--- src/common/keypad_pkg.sv ---
package keypad_pkg;

  // Keypad geometry
  localparam int key_lines      = 4;  // Rows and columns, one-hot, bit 3 is index 0
  localparam int key_code_width = 8;  // {row, col}, row in upper nibble

  // Special keys, {row, col}
  localparam logic [7:0] key_submit_letter = 8'b0001_1000;  // R3 C0, star
  localparam logic [7:0] key_clear         = 8'b0001_0100;  // R3 C1, zero
  localparam logic [7:0] key_submit_word   = 8'b0001_0010;  // R3 C2, hash
  localparam logic [7:0] key_one           = 8'b1000_1000;  // R0 C0, no letters

  // Letter column A-D, never a digit key
  localparam logic [3:0] col_invalid = 4'b0001;

  // First letter on each digit key
  localparam logic [7:0] letter_base_2 = 8'h41;  // A
  localparam logic [7:0] letter_base_3 = 8'h44;  // D
  localparam logic [7:0] letter_base_4 = 8'h47;  // G
  localparam logic [7:0] letter_base_5 = 8'h4A;  // J
  localparam logic [7:0] letter_base_6 = 8'h4D;  // M
  localparam logic [7:0] letter_base_7 = 8'h50;  // P, PQRS
  localparam logic [7:0] letter_base_8 = 8'h54;  // T
  localparam logic [7:0] letter_base_9 = 8'h57;  // W, WXYZ

  // Keys 7 and 9 carry four letters, the rest three
  localparam logic [2:0] set_size_long = 3'd4;

  // Multi-tap encoder states
  // Tap states have bit 2 set, tap index in the low bits
  localparam logic [2:0] st_idle = 3'b000;
  localparam logic [2:0] st_done = 3'b001;  // One cycle, drives letter_ready
  localparam logic [2:0] st_tap0 = 3'b100;
  localparam logic [2:0] st_tap1 = 3'b101;
  localparam logic [2:0] st_tap2 = 3'b110;
  localparam logic [2:0] st_tap3 = 3'b111;

  // Seven-segment patterns, active high, g in bit 6
  localparam logic [6:0] seg_index_0 = 7'b0111111;
  localparam logic [6:0] seg_index_1 = 7'b0000110;
  localparam logic [6:0] seg_index_2 = 7'b1011011;
  localparam logic [6:0] seg_index_3 = 7'b1001111;
  localparam logic [6:0] seg_blank   = 7'b0000000;  // All segments off

endpackage
--- src/design/keypad_text_top.sv ---
module keypad_text_top (
  input  logic                             clk,
  input  logic                             nRst,
  input  logic [keypad_pkg::key_lines-1:0] read_row,
  output logic [keypad_pkg::key_lines-1:0] scan_col,
  output logic [7:0]                       ss0,
  output logic [7:0]                       ss1,
  output logic [7:0]                       ss2,
  output logic [7:0]                       ss3,
  output logic                             red,
  output logic                             green,
  output logic                             blue
);
  import keypad_pkg::*;

  // Scanner results
  logic                      key_strobe;
  logic [key_lines-1:0]      key_row;
  logic [key_lines-1:0]      key_col;
  logic [key_code_width-1:0] key_code;

  // Encoder and display results
  logic [7:0] letter;
  logic       letter_ready;
  logic [6:0] row_seg;
  logic [6:0] col_seg;

  keypad_scanner scanner (
    .clk        (clk),
    .nRst       (nRst),
    .read_row   (read_row),
    .scan_col   (scan_col),
    .key_strobe (key_strobe),
    .key_row    (key_row),
    .key_col    (key_col),
    .key_code   (key_code)
  );

  multitap_encoder encoder (
    .clk          (clk),
    .nRst         (nRst),
    .key_strobe   (key_strobe),
    .key_code     (key_code),
    .letter       (letter),
    .letter_ready (letter_ready)
  );

  key_position_display position (
    .key_row (key_row),
    .key_col (key_col),
    .row_seg (row_seg),
    .col_seg (col_seg)
  );

  panel_driver panel (
    .clk          (clk),
    .nRst         (nRst),
    .letter       (letter),
    .letter_ready (letter_ready),
    .row_seg      (row_seg),
    .col_seg      (col_seg),
    .ss0          (ss0),
    .ss1          (ss1),
    .ss2          (ss2),
    .ss3          (ss3),
    .red          (red),
    .green        (green),
    .blue         (blue)
  );

endmodule

--- src/design/panel_driver.sv ---
module panel_driver (
  input  logic       clk,
  input  logic       nRst,
  input  logic [7:0] letter,
  input  logic       letter_ready,
  input  logic [6:0] row_seg,
  input  logic [6:0] col_seg,
  output logic [7:0] ss0,    // Column index
  output logic [7:0] ss1,    // Row index
  output logic [7:0] ss2,    // Letter, low hex nibble
  output logic [7:0] ss3,    // Letter, high hex nibble
  output logic       red,
  output logic       green,
  output logic       blue
);
  import keypad_pkg::*;

  logic letter_empty;

  // Hex digit patterns
  function automatic logic [6:0] hex_seg(input logic [3:0] nib);
    logic [6:0] seg;
    case (nib)
      4'h0: seg = seg_index_0;
      4'h1: seg = seg_index_1;
      4'h2: seg = seg_index_2;
      4'h3: seg = seg_index_3;
      4'h4: seg = 7'b1100110;
      4'h5: seg = 7'b1101101;
      4'h6: seg = 7'b1111101;
      4'h7: seg = 7'b0000111;
      4'h8: seg = 7'b1111111;
      4'h9: seg = 7'b1100111;
      4'hA: seg = 7'b1110111;
      4'hB: seg = 7'b1111100;
      4'hC: seg = 7'b0111001;
      4'hD: seg = 7'b1011110;
      4'hE: seg = 7'b1111001;
      default: seg = 7'b1110001;  // F
    endcase
    return seg;
  endfunction

  assign letter_empty = (letter == 8'd0);

  always_ff @(posedge clk, negedge nRst) begin
    if (!nRst) begin
      ss0   <= {1'b0, seg_blank};
      ss1   <= {1'b0, seg_blank};
      ss2   <= {1'b0, seg_blank};
      ss3   <= {1'b0, seg_blank};
      red   <= 1'b0;
      green <= 1'b0;
      blue  <= 1'b0;
    end else begin
      ss0   <= {1'b0, col_seg};  // Decimal point off
      ss1   <= {1'b0, row_seg};
      ss2   <= {1'b0, letter_empty ? seg_blank : hex_seg(letter[3:0])};
      ss3   <= {1'b0, letter_empty ? seg_blank : hex_seg(letter[7:4])};
      red   <= (row_seg == seg_blank) && (col_seg == seg_blank);  // No key seen
      green <= !letter_empty;
      if (letter_empty)
        blue <= 1'b0;  // Cleared
      else if (letter_ready)
        blue <= 1'b1;  // Submitted, stays lit
    end
  end

endmodule

--- src/design/key_position_display.sv ---
module key_position_display (
  input  logic [keypad_pkg::key_lines-1:0] key_row,
  input  logic [keypad_pkg::key_lines-1:0] key_col,
  output logic [6:0]                       row_seg,
  output logic [6:0]                       col_seg
);
  import keypad_pkg::*;

  // One-hot line to the digit of its index
  function automatic logic [6:0] index_seg(input logic [key_lines-1:0] lines);
    logic [6:0] seg;
    case (lines)
      4'b1000: seg = seg_index_0;
      4'b0100: seg = seg_index_1;
      4'b0010: seg = seg_index_2;
      4'b0001: seg = seg_index_3;
      default: seg = seg_blank;  // No key yet, or not one-hot
    endcase
    return seg;
  endfunction

  assign row_seg = index_seg(key_row);  // Row digit
  assign col_seg = index_seg(key_col);  // Column digit

endmodule

--- src/keypad/multitap_encoder.sv ---
module multitap_encoder (
  input  logic                                  clk,
  input  logic                                  nRst,
  input  logic                                  key_strobe,
  input  logic [keypad_pkg::key_code_width-1:0] key_code,
  output logic [7:0]                            letter,        // Zero when no letter is shown
  output logic                                  letter_ready
);
  import keypad_pkg::*;

  logic [2:0]                state;
  logic [2:0]                state_next;
  logic [7:0]                letter_next;
  logic [7:0]                set_base;   // 0 for a key without letters
  logic                      set_long;
  logic [2:0]                set_size;
  logic [1:0]                tap;
  logic [1:0]                tap_next;
  logic                      key_ignored;
  logic                      in_letter;
  logic                      same_key;
  logic                      load_key;
  logic [key_code_width-1:0] prev_key;

  // Letter set of the pressed key
  always_comb begin
    set_base = 8'd0;
    set_long = 1'b0;
    case (key_code)
      {4'b1000, 4'b0100}: set_base = letter_base_2;
      {4'b1000, 4'b0010}: set_base = letter_base_3;
      {4'b0100, 4'b1000}: set_base = letter_base_4;
      {4'b0100, 4'b0100}: set_base = letter_base_5;
      {4'b0100, 4'b0010}: set_base = letter_base_6;
      {4'b0010, 4'b1000}: begin
        set_base = letter_base_7;
        set_long = 1'b1;
      end
      {4'b0010, 4'b0100}: set_base = letter_base_8;
      {4'b0010, 4'b0010}: begin
        set_base = letter_base_9;
        set_long = 1'b1;
      end
      default: set_base = 8'd0;  // Specials and multi-key codes
    endcase
  end

  assign set_size    = set_long ? set_size_long : set_size_long - 3'd1;
  assign key_ignored = (key_code == key_one) || (key_code[3:0] == col_invalid) ||
                       (key_code == key_submit_word);
  assign in_letter   = state[2];    // Any tap state
  assign tap         = state[1:0];
  assign same_key    = in_letter && (key_code == prev_key);

  // Advance on a repeat and wrap at the end of the set
  always_comb begin
    tap_next = 2'd0;
    if (same_key && (({1'b0, tap} + 3'd1) != set_size))
      tap_next = tap + 2'd1;
  end

  always_comb begin
    state_next  = state;
    letter_next = letter;
    load_key    = 1'b0;
    if (state == st_done)
      state_next = st_idle;  // Ready pulse lasts one cycle
    if (key_strobe && !key_ignored) begin
      if (key_code == key_clear) begin
        state_next  = st_idle;
        letter_next = 8'd0;
      end else if (key_code == key_submit_letter) begin
        if (in_letter)
          state_next = st_done;  // Letter stays shown after submit
      end else if (set_base != 8'd0) begin
        state_next  = {1'b1, tap_next};  // st_tap0 to st_tap3
        letter_next = set_base + {6'd0, tap_next};
        load_key    = 1'b1;
      end
    end
  end

  always_ff @(posedge clk, negedge nRst) begin
    if (!nRst) begin
      state  <= st_idle;
      letter <= 8'd0;
    end else begin
      state  <= state_next;
      letter <= letter_next;
    end
  end

  // Digit key of the letter in progress
  always_ff @(posedge clk, negedge nRst) begin
    if (!nRst)
      prev_key <= '0;
    else if (load_key)
      prev_key <= key_code;
  end

  assign letter_ready = (state == st_done);

endmodule

--- src/keypad/keypad_scanner.sv ---
module keypad_scanner (
  input  logic                                  clk,
  input  logic                                  nRst,
  input  logic [keypad_pkg::key_lines-1:0]      read_row,  // Async from the board
  output logic [keypad_pkg::key_lines-1:0]      scan_col,
  output logic                                  key_strobe,
  output logic [keypad_pkg::key_lines-1:0]      key_row,
  output logic [keypad_pkg::key_lines-1:0]      key_col,
  output logic [keypad_pkg::key_code_width-1:0] key_code
);
  import keypad_pkg::*;

  logic [key_lines-1:0] scan_col_next;
  logic [key_lines-1:0] row_sync1;   // First sync stage
  logic [key_lines-1:0] row_sync2;   // Safe to use
  logic [key_lines-1:0] row_delay;   // Previous synced rows
  logic [key_lines-1:0] row_rise;
  logic [key_lines-1:0] row_hold;
  logic [key_lines-1:0] col_hold;

  // Column ring, stops on the column of a pressed key
  always_comb begin
    if (|read_row) begin
      scan_col_next = scan_col;  // Hold while a row answers
    end else begin
      case (scan_col)
        4'b1000: scan_col_next = 4'b0100;
        4'b0100: scan_col_next = 4'b0010;
        4'b0010: scan_col_next = 4'b0001;
        default: scan_col_next = 4'b1000;  // Out of reset, or wrap from column 3
      endcase
    end
  end

  always_ff @(posedge clk, negedge nRst) begin
    if (!nRst) begin
      scan_col  <= '0;
      row_sync1 <= '0;
      row_sync2 <= '0;
      row_delay <= '0;
    end else begin
      scan_col  <= scan_col_next;
      row_sync1 <= read_row;
      row_sync2 <= row_sync1;
      row_delay <= row_sync2;
    end
  end

  // New press when a synced row bit goes high
  assign row_rise   = row_sync2 & ~row_delay;
  assign key_strobe = |row_rise;

  // Last key, kept for the position display
  always_ff @(posedge clk, negedge nRst) begin
    if (!nRst) begin
      row_hold <= '0;
      col_hold <= '0;
    end else if (key_strobe) begin
      row_hold <= row_sync2;
      col_hold <= scan_col;  // Still held by the pressed row
    end
  end

  // Pass the fresh code through during the strobe itself
  assign key_row  = key_strobe ? row_sync2 : row_hold;
  assign key_col  = key_strobe ? scan_col : col_hold;
  assign key_code = {key_row, key_col};

endmodule

--- config.mk ---
export PLATFORM = sky130hd
export DESIGN_NAME = keypad_text_top
export DESIGN_NICKNAME = d
export VERILOG_FILES = /design/src/common/keypad_pkg.sv /design/src/design/keypad_text_top.sv /design/src/design/panel_driver.sv /design/src/design/key_position_display.sv /design/src/keypad/multitap_encoder.sv /design/src/keypad/keypad_scanner.sv
export SDC_FILE = /design/constraint.sdc
export NUM_CORES = 1
export LEC_CHECK = 0
export CORE_MARGIN = 5
export CORE_UTILIZATION = 45
export CTS_CLUSTER_SIZE = 40
export DETAILED_ROUTE_END_ITERATION = 10
export DONT_BUFFER_PORTS = 1
export SLEW_MARGIN = 20
export SYNTH_ARGS = -nofsm -noshare
export SYNTH_HDL_FRONTEND = slang
export SYNTH_SLANG_ARGS = --single-unit
--- constraint.sdc ---
create_clock -name clk -period 3 [get_ports clk]
set_input_delay 0.15 -clock clk [delete_from_list [all_inputs] [get_ports clk]]
set_output_delay 0.15 -clock clk [all_outputs]
set_load 0.03 [all_outputs]
==> results.sh <==
export IMPL_status="complete, no violations"
export IMPL_ys_async_sr_fraction_pct=100
export IMPL_worstSkewPairLatency_ns=0.34
export IMPL_fin_total_pwr_uw=3860
export IMPL_drt_total_wl_um=8810
export IMPL_hpwl_um=6400
export IMPL_nets=443
export IMPL_cpLargestDelayFamily="compound AO/OA/AOI/OAI gates"
export IMPL_setup_slack_ns=0.167
export IMPL_viasPerCell=5.56
export IMPL_ys_seq_area_share_pct=45.9
export IMPL_worstPathRequired_ns=3.23
export IMPL_ant_nets=0
export IMPL_root_buffer="clkbuf_8"
export IMPL_rows=33
export IMPL_synth_top_area_share_pct=45.9
export IMPL_p_leak_uw=0.00202
export IMPL_yosys_most_used_dff="dfrtp_1"
export IMPL_first_global_vias=2797
export IMPL_syn_area_um2=3870
export IMPL_critPathSlowestCell="dfrtp_1"
export IMPL_dp_cells=507
export IMPL_critPathLaunchType="flip-flop"
export IMPL_period_minus_slack_ns=2.83
export IMPL_synth_edf_count=0
export IMPL_vias=2949
export IMPL_drcViolationCount=0
export IMPL_grt_ovfl_total=0
export IMPL_max_stage_delay_ns=0.43
export IMPL_gp_congestion=0.967
export IMPL_dieHeight_um=103
export IMPL_wl_per_cell_um=16.6
export IMPL_cts_buffers=9
export IMPL_ys_ff_latch=71
export IMPL_postSynthAreaPerCell_um2=9.63
export IMPL_synth_cell_types=66
export IMPL_start_util_pct=46.6
export IMPL_drv_slew=0
export IMPL_io_buffer_count=0
export IMPL_pin_count=45
export IMPL_clk_path_buf_depth=2
export IMPL_endpoint_kind="flip-flop"
export IMPL_synthCells=402
export IMPL_period_share_pct=94.4
export IMPL_setup_violations=0
export IMPL_fp_dieW_um=103
export IMPL_grt_pass1_wl_um=14200
export IMPL_area_delta_synth_final_pct=12.9
export IMPL_grt_max_degree=72
export IMPL_dr_first_iter_drc_count=165
export IMPL_place_ws_ns=-0.0371
export IMPL_yosys_area_top_type="dfrtp_1"
export IMPL_core_um2=8300
export IMPL_synthTopCellsByArea="dfrtp_1 46%, ha_1 5.2%, nor2_1 3.7%, a21oi_1 3.5%, nand2_1 3.3%"
export IMPL_maxCapViolations=0
export IMPL_fill_cells=740
export IMPL_grtUsageTotal_pct=17.7
export IMPL_antenna_found_initial=0
export IMPL_die_area_um2=10600
export IMPL_rsz0062_at_grt="no"
export IMPL_clkTransAtPathRegs_ns=0.07
export IMPL_holdWs_ns=0.170
export IMPL_clock_fmax_ghz=0.353
export IMPL_diodes=0
export IMPL_cp_num_buf_inv=2
export IMPL_peakVddDrop_v=0.000439
export IMPL_hold_viol=0
export IMPL_firstDrtPassIters=4
export IMPL_power_density_nw_per_um2=884
export IMPL_worstPathCellList="inv_2, o2111a_1, buf_4, nor2_1, a211oi_2, nor3_4, and3_1, ha_1, fa_1, a31oi_1, a21oi_1, a22o_1"
export IMPL_cts_sinks=71
export IMPL_finalNonFillerCells=530
export IMPL_hold_path_class="input pin to flip-flop"
export IMPL_fin_area_um2=4370
export IMPL_cts_tree="done"
export IMPL_skew_ns=0.00824
export IMPL_tightest_slew_ns=0.563
export IMPL_critical_path_class="flip-flop to flip-flop"
export IMPL_drive_above_1_share_pct=15.5
export IMPL_max_slew_margin_rel_pct=61.9
export IMPL_yosysWarnings=0
export IMPL_yosysMostFrequentCell="dfrtp_1"
export IMPL_h_tree_depth=3
export IMPL_crit_arrival_ns=3.07
export IMPL_netlist_top_cells_count="71 x dfrtp_1, 38 x nor2_1, 34 x nand2_1"
export IMPL_crit_fanout=17
export IMPL_dpl_cell_area_um2=4050
==> registers in the layout, indices dropped and copies added (netlist names), 6 cells and up <==
name / flops
encoder.prev_key: 8
encoder.letter: 7
panel.ss2: 7
panel.ss3: 7
panel.ss0: 6
panel.ss1: 6
==> through the flow <==
step | TNS [ns] | utilization [%]
after global routing | 0 | 52.6
after CTS | 0 | 52.1
after floorplan | 0 | -
final | 0 | 52.6
after detailed placement | -0.0371 | 48.8
after global placement | 0 | 48.8
==> cells in the final DEF, fill, tap and decap left out, drive strengths merged, types with 4 or more instances in the layout <==
cell type and n:
clkbuf 12, o22ai 7, dlygate4sd3 5, xor2 9, nor3 7, nand2b 9
xnor2 5, conb 4, o21ai 21, nand2 34, buf 27, ha 16
mux2i 9, inv 31, or4b 4, nor4b 5, a22o 5, nor2 39
nand3 7, nor2b 5, and3 6, dfrtp 71, a21oi 28, a211oi 5
==> metal layers <==
layer	routed length (um)	GRT usage, %	up-vias	part of all wire, %
met2	4430	30.5	71	50
met5	0	0	-	0
li1	-	-	1424	-
met4	93	6.47	0	1.1
met1	3840	21.6	1445	44
met3	445	3.92	9	5.1
==> cell families after synthesis <==
group / after synthesis / synth area share, %
AOI/OAI and AO/OA: 99 / 17.5
other: 1 / 0.0969
and+or+nand+nor: 129 / 17.2
buffers and inverters: 59 / 7.15
xor gates and xnor gates: 14 / 3.17
DFF: 71 / 45.9
muxes: 12 / 3.30
adders and majority gates: 17 / 5.69
==> final cells by class <==
cell class | count | area (um^2) | area share (%)
Tap cell | 105 | 131 | 3.01
Multi-Input combinational cell | 275 | 1870 | 42.8
Clock buffer | 12 | 145 | 3.32
Sequential cell | 71 | 1780 | 40.7
Timing Repair Buffer | 32 | 285 | 6.53
Clock inverter | 4 | 45.0 | 1.03
Inverter | 31 | 116 | 2.66
==> worst paths after layout <==
check	startpoint	to	slack, ns	depth (start not counted)
max	scanner.row_sync2[3]	encoder.letter[4]	0.17	12
min	read_row[2]	scanner.scan_col[2]	0.17	3
max reg2reg	scanner.row_sync2[3]	encoder.letter[4]	0.17	12
min reg2reg	scanner.row_sync1[0]	scanner.row_sync2[0]	0.36	0
max in group asynchronous	nRst	scanner.row_hold[0]	2.34	2
min in group asynchronous	nRst	panel.ss1[3]	0.37	2
==> what timing repair did <==
action	in CTS	in global routing
endpoints found under the hold margin	75	0
buffers inserted	0	1
setup endpoints to repair	1	2
hold buffers	6	0
pin swaps	0	3
gates resized for setup	1	10
==> worst reg2reg max path, stage by stage (launching register included) <==
cell and delay [ns]:
dfrtp_1 0.43, inv_2 0.13, o2111a_1 0.27, buf_4 0.23, nor2_1 0.07, a211oi_2 0.30
nor3_4 0.10, and3_1 0.16, ha_1 0.23, fa_1 0.41, a31oi_1 0.15, a21oi_1 0.06
a22o_1 0.18
==> report_power, final <==
group	internal [uW]	leakage (uW)	switching (uW)
Combinational	556	0.00103	793
Clock	403	0.000100	337
Sequential	1220	0.000885	550
(Power assumes the default switching activity.)
